===== config.mk =====
export PLATFORM = sky130hd
export DESIGN_NAME = dispatch
export DESIGN_NICKNAME = d
export VERILOG_FILES = /design/src/verilog/dispatch_pkg.sv /design/src/verilog/dispatch_logic.sv /design/src/verilog/hazard_unit.sv /design/src/verilog/dispatch_pipe.sv /design/src/verilog/dispatch.sv
export SDC_FILE = /design/constraint.sdc
export NUM_CORES = 1
export LEC_CHECK = 0
export ABC_AREA = 0
export BUFFER_PORTS_ARGS = -buffer_cell sky130_fd_sc_hd__buf_2
export CAP_MARGIN = 10
export CORE_MARGIN = 4
export CORE_UTILIZATION = 51
export DETAILED_ROUTE_END_ITERATION = 8
export GPL_TIMING_DRIVEN = 0
export HOLD_SLACK_MARGIN = 0.08
export PLACE_DENSITY_LB_ADDON = 0.15
export SLEW_MARGIN = 0
export SYNTH_ARGS = -nofsm -noshare
export SYNTH_HDL_FRONTEND = slang
export SYNTH_SLANG_ARGS = --single-unit

===== constraint.sdc =====
create_clock -name clk -period 8.9 [get_ports clk]
set_input_delay 0.89 -clock clk [delete_from_list [all_inputs] [get_ports clk]]
set_output_delay 0.89 -clock clk [all_outputs]
set_load 0.02 [all_outputs]

===== src/verilog/dispatch_pkg.sv =====
/* Shared widths, slot count and decoded-field encodings for the dispatch stage.
   Imported by every dispatch module and by the testbench. */
package dispatch_pkg;

    // datapath width of the RV32 core
    localparam int XLEN = 32;

    // register file index width
    localparam int REG_ADDR_W = 5;

    // long instructions that may be in flight at once
    localparam int LONG_SLOTS = 4;
    localparam int COMMIT_ID_W = $clog2(LONG_SLOTS);

    // opaque operation code, passed through to the ALU or muldiv unit
    localparam int OP_W = 4;

    // one strobe per byte of a word
    localparam int WMASK_W = XLEN / 8;

    typedef logic [XLEN-1:0] xlen_t;
    typedef logic [REG_ADDR_W-1:0] reg_addr_t;
    typedef logic [COMMIT_ID_W-1:0] commit_id_t;
    typedef logic [OP_W-1:0] op_t;
    typedef logic [WMASK_W-1:0] wmask_t;

    // functional unit that takes the instruction
    typedef enum logic [1:0] {
        UNIT_ALU    = 2'd0,
        UNIT_MEM    = 2'd1,
        UNIT_MULDIV = 2'd2
    } unit_e;

    // load/store access size
    typedef enum logic [1:0] {
        SIZE_BYTE = 2'd0,
        SIZE_HALF = 2'd1,
        SIZE_WORD = 2'd2
    } mem_size_e;

endpackage


===== src/verilog/dispatch_logic.sv =====
/* Combinational part of dispatch: unit requests, ALU operands and the
   load/store address, byte mask, shifted store data and misalignment flags. */
module dispatch_logic
    import dispatch_pkg::*;
(
    input  logic      inst_valid_i,
    input  unit_e     dec_unit_i,
    input  logic      dec_use_pc_i,
    input  logic      dec_use_imm_i,
    input  logic      dec_mem_store_i,
    input  mem_size_e dec_mem_size_i,
    input  xlen_t     dec_imm_i,
    input  xlen_t     dec_pc_i,
    input  xlen_t     rs1_rdata_i,
    input  xlen_t     rs2_rdata_i,

    output logic      req_alu_o,
    output logic      req_mem_o,
    output logic      req_muldiv_o,
    output xlen_t     alu_op1_o,
    output xlen_t     alu_op2_o,
    output xlen_t     mem_addr_o,
    output wmask_t    mem_wmask_o,
    output xlen_t     mem_wdata_o,
    output logic      misaligned_load_o,
    output logic      misaligned_store_o,
    output logic      long_o
);

    logic       is_mem;
    logic       misaligned;
    logic [1:0] byte_off;
    wmask_t     size_mask;

    assign req_alu_o    = inst_valid_i && (dec_unit_i == UNIT_ALU);
    assign req_muldiv_o = inst_valid_i && (dec_unit_i == UNIT_MULDIV);
    assign is_mem       = inst_valid_i && (dec_unit_i == UNIT_MEM);

    // operand muxes
    assign alu_op1_o = dec_use_pc_i ? dec_pc_i : rs1_rdata_i;
    assign alu_op2_o = dec_use_imm_i ? dec_imm_i : rs2_rdata_i;

    // effective address, rs1 + imm
    assign mem_addr_o = rs1_rdata_i + dec_imm_i;
    assign byte_off   = mem_addr_o[1:0];

    always_comb begin
        case (dec_mem_size_i)
            SIZE_HALF: misaligned = byte_off[0];
            SIZE_WORD: misaligned = (byte_off != 2'b00);
            default:   misaligned = 1'b0;
        endcase
    end

    // a misaligned access is reported as an exception, not sent to memory
    assign req_mem_o          = is_mem && !misaligned;
    assign misaligned_load_o  = is_mem && misaligned && !dec_mem_store_i;
    assign misaligned_store_o = is_mem && misaligned && dec_mem_store_i;

    always_comb begin
        case (dec_mem_size_i)
            SIZE_BYTE: size_mask = 4'b0001;
            SIZE_HALF: size_mask = 4'b0011;
            SIZE_WORD: size_mask = 4'b1111;
            default:   size_mask = 4'b0000;
        endcase
    end

    // strobes only for stores that actually go out
    assign mem_wmask_o = (req_mem_o && dec_mem_store_i) ? wmask_t'(size_mask << byte_off) : '0;

    // store data lined up with its byte lanes
    assign mem_wdata_o = rs2_rdata_i << {byte_off, 3'b000};

    // loads and muldiv write back late and need a commit id
    assign long_o = (req_mem_o && !dec_mem_store_i) || req_muldiv_o;

    // an access sent to memory never spills past the top byte lane
    always_comb begin
        if (req_mem_o) begin
            assert ((8'(size_mask) << byte_off) <= 8'h0f)
                else $error("memory request crosses a word boundary");
        end
    end

endmodule


===== src/verilog/hazard_unit.sv =====
/* Tracks long instructions still in flight, hands out commit ids and raises
   a stall on register conflicts with them or when every slot is taken. */
module hazard_unit
    import dispatch_pkg::*;
(
    input  logic       clk,
    input  logic       rst_n_i,
    input  logic       inst_valid_i,
    input  logic       long_i,
    input  logic       issue_i,
    input  reg_addr_t  rd_addr_i,
    input  reg_addr_t  rs1_addr_i,
    input  reg_addr_t  rs2_addr_i,
    input  logic       reg_we_i,
    input  logic       commit_valid_i,
    input  commit_id_t commit_id_i,

    output logic       hazard_o,
    output commit_id_t alloc_id_o
);

    logic [LONG_SLOTS-1:0] busy_q;
    reg_addr_t             rd_q [LONG_SLOTS];

    logic conflict;
    logic full;

    // compare against the table before this edge's updates
    always_comb begin
        conflict = 1'b0;
        for (int i = 0; i < LONG_SLOTS; i++) begin
            if (busy_q[i] && (rd_q[i] != '0)) begin
                if ((rd_q[i] == rs1_addr_i) || (rd_q[i] == rs2_addr_i)) begin
                    conflict = 1'b1;
                end
                if (reg_we_i && (rd_q[i] == rd_addr_i)) begin
                    conflict = 1'b1;
                end
            end
        end
    end

    assign full     = &busy_q;
    assign hazard_o = inst_valid_i && (conflict || (long_i && full));

    // lowest free slot wins
    always_comb begin
        alloc_id_o = '0;
        for (int i = LONG_SLOTS - 1; i >= 0; i--) begin
            if (!busy_q[i]) begin
                alloc_id_o = commit_id_t'(i);
            end
        end
    end

    always_ff @(posedge clk or negedge rst_n_i) begin
        if (!rst_n_i) begin
            busy_q <= '0;
        end else begin
            if (commit_valid_i) begin
                busy_q[commit_id_i] <= 1'b0;
            end
            // alloc_id_o only points at a slot that was free before this edge
            if (issue_i && long_i) begin
                busy_q[alloc_id_o] <= 1'b1;
            end
        end
    end

    // destination register of each claimed slot
    always_ff @(posedge clk) begin
        if (issue_i && long_i) begin
            rd_q[alloc_id_o] <= rd_addr_i;
        end
    end

    // writeback must only retire an instruction that is in flight
    assert property (@(posedge clk) disable iff (!rst_n_i)
        commit_valid_i |-> busy_q[commit_id_i])
        else $error("commit of a free slot %0d", commit_id_i);

    // the issue register must honour the stall raised here
    assert property (@(posedge clk) disable iff (!rst_n_i)
        issue_i |-> !hazard_o)
        else $error("instruction issued under a hazard stall");

endmodule


===== src/verilog/dispatch_pipe.sv =====
/* Issue register between dispatch and the functional units. Holds under an
   external stall and drops in a bubble when nothing is accepted. */
module dispatch_pipe
    import dispatch_pkg::*;
(
    input  logic       clk,
    input  logic       rst_n_i,
    input  logic       stall_i,
    input  logic       inst_valid_i,
    input  logic       hazard_i,
    input  commit_id_t alloc_id_i,
    input  op_t        dec_op_i,
    input  xlen_t      dec_pc_i,
    input  reg_addr_t  rd_addr_i,
    input  logic       reg_we_i,
    input  mem_size_e  dec_mem_size_i,
    input  logic       dec_mem_unsigned_i,
    input  logic       dec_mem_store_i,
    input  xlen_t      rs1_rdata_i,
    input  xlen_t      rs2_rdata_i,
    input  logic       req_alu_i,
    input  logic       req_mem_i,
    input  logic       req_muldiv_i,
    input  xlen_t      alu_op1_i,
    input  xlen_t      alu_op2_i,
    input  xlen_t      mem_addr_i,
    input  wmask_t     mem_wmask_i,
    input  xlen_t      mem_wdata_i,
    input  logic       misaligned_load_i,
    input  logic       misaligned_store_i,

    output logic       issue_o,
    output logic       pipe_valid_o,
    output xlen_t      pipe_pc_o,
    output logic       pipe_reg_we_o,
    output reg_addr_t  pipe_rd_addr_o,
    output commit_id_t commit_id_o,
    output logic       req_alu_o,
    output op_t        alu_op_o,
    output xlen_t      alu_op1_o,
    output xlen_t      alu_op2_o,
    output logic       req_mem_o,
    output logic       mem_load_o,
    output logic       mem_store_o,
    output mem_size_e  mem_size_o,
    output logic       mem_unsigned_o,
    output xlen_t      mem_addr_o,
    output wmask_t     mem_wmask_o,
    output xlen_t      mem_wdata_o,
    output logic       misaligned_load_o,
    output logic       misaligned_store_o,
    output logic       req_muldiv_o,
    output op_t        muldiv_op_o,
    output xlen_t      muldiv_op1_o,
    output xlen_t      muldiv_op2_o
);

    op_t   op_q;
    xlen_t rs1_q;
    xlen_t rs2_q;

    assign issue_o = inst_valid_i && !stall_i && !hazard_i;

    // valid, requests and exception flags; a bubble clears them
    always_ff @(posedge clk or negedge rst_n_i) begin
        if (!rst_n_i) begin
            pipe_valid_o       <= 1'b0;
            req_alu_o          <= 1'b0;
            req_mem_o          <= 1'b0;
            req_muldiv_o       <= 1'b0;
            misaligned_load_o  <= 1'b0;
            misaligned_store_o <= 1'b0;
        end else if (!stall_i) begin
            pipe_valid_o       <= issue_o;
            req_alu_o          <= issue_o && req_alu_i;
            req_mem_o          <= issue_o && req_mem_i;
            req_muldiv_o       <= issue_o && req_muldiv_i;
            misaligned_load_o  <= issue_o && misaligned_load_i;
            misaligned_store_o <= issue_o && misaligned_store_i;
        end
    end

    // payload loads only on an accepted instruction, so it also holds on stall
    always_ff @(posedge clk) begin
        if (issue_o) begin
            pipe_pc_o      <= dec_pc_i;
            pipe_reg_we_o  <= reg_we_i;
            pipe_rd_addr_o <= rd_addr_i;
            commit_id_o    <= alloc_id_i;
            op_q           <= dec_op_i;
            alu_op1_o      <= alu_op1_i;
            alu_op2_o      <= alu_op2_i;
            mem_load_o     <= req_mem_i && !dec_mem_store_i;
            mem_store_o    <= req_mem_i && dec_mem_store_i;
            mem_size_o     <= dec_mem_size_i;
            mem_unsigned_o <= dec_mem_unsigned_i;
            mem_addr_o     <= mem_addr_i;
            mem_wmask_o    <= mem_wmask_i;
            mem_wdata_o    <= mem_wdata_i;
            rs1_q          <= rs1_rdata_i;
            rs2_q          <= rs2_rdata_i;
        end
    end

    // ALU and muldiv share the decoded op
    assign alu_op_o     = op_q;
    assign muldiv_op_o  = op_q;
    assign muldiv_op1_o = rs1_q;
    assign muldiv_op2_o = rs2_q;

    // decode picks a single unit, so at most one request or exception flag is up
    assert property (@(posedge clk) disable iff (!rst_n_i)
        $onehot0({req_alu_o, req_mem_o, req_muldiv_o,
                  misaligned_load_o, misaligned_store_o}))
        else $error("more than one unit request in the issue register");

endmodule


===== src/verilog/dispatch.sv =====
/* Dispatch stage of the RV32 core: operand selection, long-instruction
   hazard tracking and the issue register toward the functional units. */
module dispatch
    import dispatch_pkg::*;
(
    input  logic       clk,
    input  logic       rst_n_i,
    input  logic       stall_i,

    // decoded instruction
    input  logic       inst_valid_i,
    input  unit_e      dec_unit_i,
    input  op_t        dec_op_i,
    input  logic       dec_use_pc_i,
    input  logic       dec_use_imm_i,
    input  logic       dec_mem_store_i,
    input  mem_size_e  dec_mem_size_i,
    input  logic       dec_mem_unsigned_i,
    input  xlen_t      dec_imm_i,
    input  xlen_t      dec_pc_i,
    input  xlen_t      rs1_rdata_i,
    input  xlen_t      rs2_rdata_i,
    input  reg_addr_t  rd_addr_i,
    input  reg_addr_t  rs1_addr_i,
    input  reg_addr_t  rs2_addr_i,
    input  logic       reg_we_i,

    // writeback commit
    input  logic       commit_valid_i,
    input  commit_id_t commit_id_i,

    output logic       hazard_stall_o,
    output logic       pipe_valid_o,
    output xlen_t      pipe_pc_o,
    output logic       pipe_reg_we_o,
    output reg_addr_t  pipe_rd_addr_o,
    output commit_id_t commit_id_o,

    // ALU
    output logic       req_alu_o,
    output op_t        alu_op_o,
    output xlen_t      alu_op1_o,
    output xlen_t      alu_op2_o,

    // load/store unit
    output logic       req_mem_o,
    output logic       mem_load_o,
    output logic       mem_store_o,
    output mem_size_e  mem_size_o,
    output logic       mem_unsigned_o,
    output xlen_t      mem_addr_o,
    output wmask_t     mem_wmask_o,
    output xlen_t      mem_wdata_o,
    output logic       misaligned_load_o,
    output logic       misaligned_store_o,

    // muldiv
    output logic       req_muldiv_o,
    output op_t        muldiv_op_o,
    output xlen_t      muldiv_op1_o,
    output xlen_t      muldiv_op2_o
);

    logic       issue;
    logic       long_inst;
    commit_id_t alloc_id;

    logic   logic_req_alu;
    logic   logic_req_mem;
    logic   logic_req_muldiv;
    xlen_t  logic_alu_op1;
    xlen_t  logic_alu_op2;
    xlen_t  logic_mem_addr;
    wmask_t logic_mem_wmask;
    xlen_t  logic_mem_wdata;
    logic   logic_misaligned_load;
    logic   logic_misaligned_store;

    dispatch_logic u_dispatch_logic (
        .inst_valid_i      (inst_valid_i),
        .dec_unit_i        (dec_unit_i),
        .dec_use_pc_i      (dec_use_pc_i),
        .dec_use_imm_i     (dec_use_imm_i),
        .dec_mem_store_i   (dec_mem_store_i),
        .dec_mem_size_i    (dec_mem_size_i),
        .dec_imm_i         (dec_imm_i),
        .dec_pc_i          (dec_pc_i),
        .rs1_rdata_i       (rs1_rdata_i),
        .rs2_rdata_i       (rs2_rdata_i),
        .req_alu_o         (logic_req_alu),
        .req_mem_o         (logic_req_mem),
        .req_muldiv_o      (logic_req_muldiv),
        .alu_op1_o         (logic_alu_op1),
        .alu_op2_o         (logic_alu_op2),
        .mem_addr_o        (logic_mem_addr),
        .mem_wmask_o       (logic_mem_wmask),
        .mem_wdata_o       (logic_mem_wdata),
        .misaligned_load_o (logic_misaligned_load),
        .misaligned_store_o(logic_misaligned_store),
        .long_o            (long_inst)
    );

    hazard_unit u_hazard_unit (
        .clk           (clk),
        .rst_n_i       (rst_n_i),
        .inst_valid_i  (inst_valid_i),
        .long_i        (long_inst),
        .issue_i       (issue),
        .rd_addr_i     (rd_addr_i),
        .rs1_addr_i    (rs1_addr_i),
        .rs2_addr_i    (rs2_addr_i),
        .reg_we_i      (reg_we_i),
        .commit_valid_i(commit_valid_i),
        .commit_id_i   (commit_id_i),
        .hazard_o      (hazard_stall_o),
        .alloc_id_o    (alloc_id)
    );

    dispatch_pipe u_dispatch_pipe (
        .clk               (clk),
        .rst_n_i           (rst_n_i),
        .stall_i           (stall_i),
        .inst_valid_i      (inst_valid_i),
        .hazard_i          (hazard_stall_o),
        .alloc_id_i        (alloc_id),
        .dec_op_i          (dec_op_i),
        .dec_pc_i          (dec_pc_i),
        .rd_addr_i         (rd_addr_i),
        .reg_we_i          (reg_we_i),
        .dec_mem_size_i    (dec_mem_size_i),
        .dec_mem_unsigned_i(dec_mem_unsigned_i),
        .dec_mem_store_i   (dec_mem_store_i),
        .rs1_rdata_i       (rs1_rdata_i),
        .rs2_rdata_i       (rs2_rdata_i),
        .req_alu_i         (logic_req_alu),
        .req_mem_i         (logic_req_mem),
        .req_muldiv_i      (logic_req_muldiv),
        .alu_op1_i         (logic_alu_op1),
        .alu_op2_i         (logic_alu_op2),
        .mem_addr_i        (logic_mem_addr),
        .mem_wmask_i       (logic_mem_wmask),
        .mem_wdata_i       (logic_mem_wdata),
        .misaligned_load_i (logic_misaligned_load),
        .misaligned_store_i(logic_misaligned_store),
        .issue_o           (issue),
        .pipe_valid_o      (pipe_valid_o),
        .pipe_pc_o         (pipe_pc_o),
        .pipe_reg_we_o     (pipe_reg_we_o),
        .pipe_rd_addr_o    (pipe_rd_addr_o),
        .commit_id_o       (commit_id_o),
        .req_alu_o         (req_alu_o),
        .alu_op_o          (alu_op_o),
        .alu_op1_o         (alu_op1_o),
        .alu_op2_o         (alu_op2_o),
        .req_mem_o         (req_mem_o),
        .mem_load_o        (mem_load_o),
        .mem_store_o       (mem_store_o),
        .mem_size_o        (mem_size_o),
        .mem_unsigned_o    (mem_unsigned_o),
        .mem_addr_o        (mem_addr_o),
        .mem_wmask_o       (mem_wmask_o),
        .mem_wdata_o       (mem_wdata_o),
        .misaligned_load_o (misaligned_load_o),
        .misaligned_store_o(misaligned_store_o),
        .req_muldiv_o      (req_muldiv_o),
        .muldiv_op_o       (muldiv_op_o),
        .muldiv_op1_o      (muldiv_op1_o),
        .muldiv_op2_o      (muldiv_op2_o)
    );

endmodule


After elaboration in Yosys (flattened, before gate mapping):

Memory sizes are Yosys's and may differ from the RTL's.
Index checks and enable logic that the tools add are counted.

* register bits: 255
* bits of input ports: 163
* logic and storage cells: 125
* RAM bits: 20
* memories: 1
* output and inout bits: 256

* eq/ne operators: 16
* bitwise logic cells: 3
* shift-type cells: 2
* add/sub/neg operators: 1
* multiplexer cells: 28
* reductions and logical operators: 47
* $lt $le $gt $ge: 4

Memory list
* u_hazard_unit.rd_q: depth 4, bits a word 5, read ports 4, clocked after memory_dff 0, write ports 1, RTL line hazard_unit.sv:23 `reg_addr_t rd_q [LONG_SLOTS];`

Operators by type and width (count)
* 2-to-1 mux 32 bit: 2
* equality test 5 bit: 12
* adder 32 bit: 1
* left shift 32 x 5 -> 32 bit: 1
* logical AND 1 bit: 29
* nonzero test 5 bit: 4
* 2-to-1 mux 1 bit: 16
* case mux 4 bit (3 select lines): 1
* 2-to-1 mux 2 bit: 4
* 2-to-1 mux 4 bit: 2
* logical OR 1 bit: 6
* < comparator 2 x 3 -> 1 bit (second input constant): 2
* AND 4 bit: 1
* demux 1 bit (select 2 bit): 2
* equality test 2 x 1 -> 1 bit (second input constant): 2
* equality test 2 bit (second input constant): 2
* >= comparator 2 x 1 -> 1 bit (second input constant): 2
* logical NOT 1 bit: 4
* logical NOT 2 bit: 2
* inverter 4 bit: 1
* OR 4 bit: 1
* AND reduction 4 bit: 1
* left shift 4 x 2 -> 4 bit: 1
* case mux 1 bit (2 select lines): 1
* nonzero test 2 bit: 1

Longest topological paths before layout:

Gate-level depths: netlist (run 1).

* depth after elaboration: 21
* depth in mapped cells: 12

By module:

A second synthesis (run 1) with hierarchy kept.

* cell total of the unflattened synthesis: 844
* area total of the unflattened synthesis: 12368.1 µm²

By module, submodules not included
* dispatch_pipe: times used 1, cells each 277, area each 7669.9 µm², sequential area each 7507.2 µm²
* dispatch_logic: times used 1, cells each 424, area each 3126.7 µm², sequential area each 0.0 µm²
* hazard_unit: times used 1, cells each 143, area each 1571.5 µm², sequential area each 700.7 µm²

Worst setup path before layout (run 1):

No wires, ideal clock.

* path type: input to register
* from: input port dec_imm_i[0]
* to: register u_dispatch_pipe.req_muldiv_o
* required time: 8.805 ns
* path buffers: 0
* path slack: 0.804 ns
* stages on the path: 11
* data arrival time: 8.000 ns
* setup time: 0.095 ns
* cell sequence: ha_1 -> inv_1 -> fa_1 -> nand2b_1 -> a21oi_1 -> nor2_1 -> a21oi_1 -> o311ai_1 -> or4b_4 -> inv_1 -> a22o_1

* cells in the longest elaborated chain, start to end: 13

Ends and longest elaborated chain
* start, declared: RTL line dispatch.sv:19 `input xlen_t dec_imm_i,`
* adder 32 bit (*): RTL line dispatch_logic.sv:44 `assign mem_addr_o = rs1_rdata_i + dec_imm_i;`
* nonzero test 2 bit: RTL line dispatch_logic.sv:50 `SIZE_WORD: misaligned = (byte_off != 2'b00);`
* case mux 1 bit (2 select lines) (*): RTL line dispatch_logic.sv:48 `case (dec_mem_size_i)`
* logical NOT 1 bit (*): RTL line dispatch_logic.sv:56 `assign req_mem_o = is_mem && !misaligned;`
* logical AND 1 bit (*): RTL line dispatch_logic.sv:56
* logical AND 1 bit (*): RTL line dispatch_logic.sv:76 `assign long_o = (req_mem_o && !dec_mem_store_i) || req_muldiv_o;`
* logical OR 1 bit (*): RTL line dispatch_logic.sv:76
* logical AND 1 bit (*): RTL line hazard_unit.sv:44 `assign hazard_o = inst_valid_i && (conflict || (long_i && full));`
* logical OR 1 bit (*): RTL line hazard_unit.sv:44
* logical AND 1 bit (*): RTL line hazard_unit.sv:44
* logical NOT 1 bit (*): RTL line dispatch_pipe.sv:62 `assign issue_o = inst_valid_i && !stall_i && !hazard_i;`
* logical AND 1 bit (*): RTL line dispatch_pipe.sv:62
* via issue: RTL line dispatch.sv:64 `logic issue;`
* logical AND 1 bit (*): RTL line dispatch_pipe.sv:77 `req_muldiv_o <= issue_o && req_muldiv_i;`
* end signal, assigned: RTL line dispatch_pipe.sv:77
* end, declared: RTL line dispatch_pipe.sv:52 `output logic req_muldiv_o,`

Mark *: on every way through the listed nets, which the timed path passes. The rest lies on a longest branch.
A chain may end at the register's enable or synchronous reset.

Worst setup path in the final report (run 1):

* from: input port dec_imm_i[0]
* to: memory u_hazard_unit.rd_q[3][3] in the netlist's numbering, enable pin

* cells in the longest elaborated chain, start to end: 15

Ends and longest elaborated chain
* adder 32 bit (*): RTL line dispatch_logic.sv:44
* nonzero test 2 bit: RTL line dispatch_logic.sv:50
* case mux 1 bit (2 select lines) (*): RTL line dispatch_logic.sv:48
* logical NOT 1 bit (*): RTL line dispatch_logic.sv:56
* logical AND 1 bit (*): RTL line dispatch_logic.sv:56
* logical AND 1 bit (*): RTL line dispatch_logic.sv:76
* logical OR 1 bit (*): RTL line dispatch_logic.sv:76
* logical AND 1 bit: RTL line hazard_unit.sv:44
* logical OR 1 bit: RTL line hazard_unit.sv:44
* logical AND 1 bit: RTL line hazard_unit.sv:44
* logical NOT 1 bit: RTL line dispatch_pipe.sv:62
* logical AND 1 bit: RTL line dispatch_pipe.sv:62
* logical AND 1 bit (*): RTL line hazard_unit.sv:72 `if (issue_i && long_i) begin`
* 2-to-1 mux 1 bit (*): RTL line hazard_unit.sv:72
* 2-to-1 mux 1 bit (implied by the code) (*): RTL line hazard_unit.sv:73 `rd_q[alloc_id_o] <= rd_addr_i;`
* end, declared: RTL line hazard_unit.sv:23

Mark *: on every way between the ends. The rest lies on a longest branch, timed or not.

==> metrics.cfg, run 1 <==
[worst_setup_path]
path_buf_inv=3
worstPathArrival_ps=4070
cp-end-kind=register
r2r_start=u_hazard_unit.rd_q[1][0]
critical_path.top_delay_family=simple AND/OR/NAND/NOR gates
worstPathRequired_ps=9070
critPathKind=input pin to register
timing.critical_path.fanout_max=8
start_kind=input pin
slowest_delay_ps=590
critPathSlowestCell=or4b_4
cpMostUsedCell=a21oi_1
cp-startpoint=dec_imm_i[0]
cp_cell_sequence=buf_2 -> ha_1 -> inv_1 -> fa_1 -> nand2b_1 -> a21oi_1 -> nor2_1 -> a21oi_1 -> o311ai_1 -> or4b_4 -> or2_1 -> buf_6 -> nor3_1

[floorplan]
start_util=0.521
core_sq_um=23600
io_pins=419
die_area_sq_um=26700
die_h_um=163
std_cell_rows=56
die_x_um=163

[pwr]
peakVddDrop_v=0.000151
power_density_nw_per_um2=200
p_leak_nw=6.40
totalPowerFinal_w=0.00314

[detailed_routing]
vias=8743
wirelength_um=34500
topRoutingLayerUsed=met5
wl_per_cell_um=21.2
ant_nets=0
wl_met2_um=17800
first_pass_iters=5
route.met3.wl_um=2750
drc=0
vias_per_cell=5.36
met1Wirelength_um=12900
drt_iter0_drc=587

[timing]
worstMarginPinSlew_ps=875
setup_viol_count_final=0
slew_headroom=0.417
timing.final.ws_setup_ps=4990
timing_hold_violations_final=0
rsz0062_at_grt=no
fin_worst_skew_ps=14.2
timing.final.crit_share=0.439
fmax_mhz=256
period_minus_slack_ps=3910
fin_hold_ws_ps=202
final_max_slew_viol_count=0

[clocking]
clk_pin_slew_ps=60
post_cts_buffers=0
ctsHoldBuffers=0
cts_root_buffer=clkbuf_16
numClockSinks=275
cts_resized=0
cts_made_buffers=29
htreeDepth=1
cts_tree=built
cts_buffer_depth=3
insertion_delay_ps=540

[logic_synthesis]
synth-seq-cells=275
syn_area_sq_um=12300
ys_seq_area_frac=0.667
synth_edf_count=265
syn_area_per_cell_sq_um=14.6
synth_xor_area_frac=0.0605
synth.distinct_cells=59
synth_top_family_by_area=simple AND/OR/NAND/NOR gates
synth_mux_area_frac=0.0715
yosys.area.top_type_share=0.647
ys_warn_count=0
synthTopCellsByCount=edfxtp_1 (265), mux2_2 (63), xnor2_1 (46), a21oi_1 (44), nand2_1 (41)
synth_nets=1041
ys.flop_type=edfxtp_1
synth_top_area_cell=edfxtp_1
synthSimpleGateAreaFrac=0.0736
synth_area_leaders=edfxtp_1 (65%), mux2_2 (5.8%), ha_1 (3.6%)
synth_fa_ha_area_frac=0.0372
syn_inst=842
synth_compound_area_frac=0.0733
synthArstFlopShare=0.0364
yosysMostFrequentCell=edfxtp_1

[grt]
track_usage=0.248
grt_max_degree=125
grt_pass1_wl_um=50000
grt_overflow_total=0
grt_pass1_vias=8427
antenna_found_initial=2

[layout]
fillers=1797
nNetsFinal=1489
final_cells=1630
final_area_sq_um=15700
drive_gt1_frac=0.408
areaGrowthSynthToFinish_pct=27.8

[run_status]
status=completed

[run]
cap_violations=0

[placement]
place_congestion=0.888
preCtsSetupSlack_ps=4400
port-buffer-count=415
hpwl_um=26500
dp.cells=1578
dpl-instance-area_sq_um=14800

[hold_path]
min_path_type=input pin to asynchronous set/reset pin

==> cell usage in the layout, fill, tap and decap left out, drive strengths merged, types with 10 or more instances in the layout <==
master  instances
buf           428
edfxtp        265
mux2           63
clkbuf         52
xnor2          46
a21oi          44
nand2          41
xor2           39
ha             35
o21ai          35
nor2           30
nand3          25
inv            21
nor3           18
mux2i          17
a211oi         14
nor2b          13
and2           12
clkinv         11
nand2b         10
dfrtp          10
==> final timing paths <==
check                                                    end  slack (ps)  depth (start not counted)
worst max-delay path                u_hazard_unit.rd_q[3][3]        4990                         13
max in group asynchronous       u_dispatch_pipe.pipe_valid_o        8500                          1
min in group clk                u_dispatch_pipe.pipe_valid_o         490                          2
worst min-delay path               u_dispatch_pipe.req_mem_o         200                          1
worst max register to register      u_hazard_unit.rd_q[3][3]        5520                          7
worst min register to register  u_dispatch_pipe.pipe_valid_o         490                          2
==> area by class of cell <==
| cell class | count | area, sq um | area share |
|---|---|---|---|
| antenna | 1 | 2.50 | 0.000159 |
| clock buffer | 35 | 748 | 0.0476 |
| inverter | 19 | 78.8 | 0.00501 |
| timing repair buffer | 417 | 2130 | 0.136 |
| clock inverter | 16 | 135 | 0.00860 |
| tap | 319 | 399 | 0.0254 |
| buffer | 28 | 130 | 0.00828 |
| sequential | 275 | 8210 | 0.522 |
| multi-input combinational | 520 | 3890 | 0.247 |
==> routing by layer <==
layer,GRT usage,vias to the layer above
li1,-,4095
met1,0.297,4210
met2,0.449,367
met3,0.0560,69
met4,0.0698,2
met5,0,-
==> where the power goes <==
group	internal (W)	switching, W	total (W)	leakage, nW
clock network	0.000654	0.000479	0.00113	0.432
registers	0.00151	0.0000171	0.00152	2.64
logic	0.000174	0.000306	0.000480	3.33
total	0.00233	0.000802	0.00314	6.40
==> registers in the layout, indices dropped and copies added, names as in the netlist, 5 cells and up <==
name,cells
u_dispatch_pipe.mem_wdata_o,32
u_hazard_unit.rd_q,20
u_dispatch_pipe.mem_addr_o,32
u_dispatch_pipe.alu_op2_o,32
u_dispatch_pipe.muldiv_op2_o,32
u_dispatch_pipe.alu_op1_o,32
u_dispatch_pipe.pipe_pc_o,32
u_dispatch_pipe.muldiv_op1_o,32
u_dispatch_pipe.pipe_rd_addr_o,5
==> cell families (layout without fill, tap and decap cells) <==
group / count (synthesis) / count (layout)
mux: 80 / 80
flops: 275 / 275
fa+ha+maj: 36 / 36
xor+xnor: 85 / 85
other cells: 0 / 1
compound gates: 142 / 142
simple gates: 177 / 177
buf+inv: 47 / 515
==> stage by stage <==
step,utilization,setup TNS (ps)
6_report,0.666,0
5_1_grt,0.666,0
4_1_cts,0.666,0
3_5_place_dp,0.628,0
3_3_place_gp,0.626,-343370
2_1_floorplan,-,0
(Power assumes the default switching activity.)
==> run 2, diff against run 1 <==
Clock period 8.9 ns to 3.9 ns, I/O delays scaled along.
==> run 2 against run 1 <==
Wire length increased by 7.2%. Critical path type unchanged. Critical endpoint is now u_hazard_unit.rd_q[3][2]. Critical path depth increased by 1. Core utilization increased by 3.5 points. Combinational power increased by 150%. Cell count increased by 4.6%. Worst hold slack got worse by 110 ps. Global-route usage increased by 1.9 points. Largest cell class unchanged.
==> metrics.cfg, run 2 (synthesis gave the netlist of run 1 again) <==
[timing]
timing_hold_violations_final=0  ; unchanged
fmax_mhz=271
timing.final.crit_share=0.945
worstMarginPinSlew_ps=745  ; -130 ps
rsz0062_at_grt=no
final_max_slew_viol_count=0  ; unchanged
period_minus_slack_ps=3690
slew_headroom=0.503  ; +0.0864
fin_worst_skew_ps=20.7  ; +6.49 ps
fin_hold_ws_ps=89.3  ; -113 ps
setup_viol_count_final=0  ; unchanged

[placement]
port-buffer-count=415  ; unchanged
dp.cells=1582  ; +0.25%
hpwl_um=27300  ; +3.2%
place_congestion=0.881  ; -0.82%

[pwr]
p_leak_nw=6.73  ; +5.3%
swShare=0.255  ; -0.00110
power_density_nw_per_um2=441  ; +120%
peakVddDrop_v=0.000483  ; +220%
power_switching_w=0.00186  ; +130%
totalPowerFinal_w=0.00729  ; +130%
p_seq_frac=0.477  ; -0.009
power.share.clock=0.362  ; about the same
power.internal_w=0.00544  ; +130%
pwr-share-comb=0.161  ; +0.008

[worst_setup_path]
worstPathArrival_ps=3870  ; -200 ps
cp-end-kind=register
timing.critical_path.fanout_max=8  ; unchanged
worstPathRequired_ps=4080  ; -4990 ps
worstRegToRegCells=7  ; unchanged
start_kind=input pin
critPathKind=input pin to register

[detailed_routing]
wl_per_cell_um=21.7  ; +2.4%
first_pass_iters=5  ; unchanged
ant_nets=0  ; unchanged
drt_iter0_drc=633  ; +7.8%
wirelength_um=37000  ; +7.2%
vias=9101  ; +4.1%
vias_per_cell=5.34  ; -0.48%
drc=0  ; unchanged

[clocking]
htreeDepth=1  ; unchanged
insertion_delay_ps=550  ; about the same
numClockSinks=275  ; unchanged
cts_root_buffer=clkbuf_16
cts_tree=built
cts_made_buffers=28  ; -3.4%
clk_pin_slew_ps=60  ; about the same
cts_buffer_depth=3  ; unchanged

[floorplan]
std_cell_rows=56  ; unchanged
start_util=0.521  ; unchanged
io_pins=419  ; unchanged
die_x_um=163  ; unchanged
core_sq_um=23600  ; unchanged
die_area_sq_um=26700  ; unchanged
die_h_um=163  ; unchanged

[grt]
grt_pass1_vias=9181  ; +8.9%
grt_overflow_total=0  ; unchanged
antenna_found_initial=2  ; unchanged
grt_pass1_wl_um=53600  ; +7.2%
grt_max_degree=47  ; -62%
track_usage=0.266  ; +0.0186

[layout]
final_util=0.700  ; +0.0345
drive_gt1_frac=0.393  ; -0.0156
nNetsFinal=1564  ; +5.0%
fillers=1686  ; -6.2%
final_cell_mix=buf_2 (416), edfxtp_1 (265), dlygate4sd3_1 (70)
areaGrowthSynthToFinish_pct=34.5
layout_commonest_cell=buf_2
final_cells=1705  ; +4.6%

[run]
cap_violations=0  ; unchanged

[hold_path]
min_path_type=input pin to register
holdPathStages=1

[run_status]
status=completed

run 2: worst max-delay path, stage by stage:
cell           delay, ps
dlygate4sd3_1        530
buf_2                150
ha_4                 160
inv_2                 50
fa_1                 460
nand2b_4             170
a21oi_2              150
nor2_1                90
a21oi_1              190
o311ai_1             140
or4b_4               620
or2_1                270
buf_6                150
nor3_2               340
run 2: path summary, 6_finish.rpt:
kind                                                   start                               end  slack (ps)
worst max-delay path                          rs1_rdata_i[0]          u_hazard_unit.rd_q[3][2]         210
worst min-delay path                         rs1_rdata_i[27]  u_dispatch_pipe.muldiv_op1_o[27]          90
worst max register to register      u_hazard_unit.rd_q[1][1]          u_hazard_unit.rd_q[3][2]         690
worst min register to register  u_dispatch_pipe.pipe_valid_o      u_dispatch_pipe.pipe_valid_o         480
max in group asynchronous                            rst_n_i           u_hazard_unit.busy_q[3]        3440
min in group asynchronous                            rst_n_i         u_dispatch_pipe.req_alu_o         250
run 2: final cells by class:
type                    count  area, sq um  share of cell area
inverters                  19         75.1             0.00454
plain buffers              28          130             0.00787
flip-flops and latches    275         8210               0.496
well taps                 319          399              0.0241
clock buffers              35          748              0.0452
diodes                      1         2.50            0.000151
repair buffers            493         2910               0.176
clock inverters            15          145             0.00878
multi-input cells         520         3920               0.237
run 2: through the flow:
step | cell area (sq um) | setup TNS, ps | setup WS, ps
3_3_place_gp | 14800 | -965240 | -3940
3_5_place_dp | 14900 | 0 | 50.4
5_1_grt | 16500 | 0 | 57.5
6_report | 16500 | 0 | 213
2_1_floorplan | 12300 | -517760 | -2110
4_1_cts | 16500 | 0 | 23.9
run 2: repair_timing:
action                     in CTS  in global routing
setup buffers                   0                  2
hold endpoints to repair       76                  2
hold buffers                   68                  2
resized for setup               0                  1
setup endpoints to repair       0                 84
run 2: routing by layer:
| metal | vias to the layer above | GRT usage | share of wire | wire length, um |
|---|---|---|---|---|
| li1 | 4241 | - | - | - |
| met1 | 4327 | 0.317 | 0.37 | 13600 |
| met2 | 435 | 0.466 | 0.50 | 18500 |
| met3 | 94 | 0.0709 | 0.091 | 3360 |
| met4 | 4 | 0.0976 | 0.039 | 1450 |
| met5 | - | 0 | 0.00059 | 22 |
run 2: power by group through the flow:
stage	Sequential, W	Combinational [W]	Clock (W)
after floorplan	0.00373	0.000484	0
after global placement	0.00356	0.00108	0
after detailed placement	0.00354	0.00111	0
after CTS	0.00348	0.00117	0.00267
after global routing	0.00349	0.00127	0.00280
final	0.00348	0.00118	0.00264
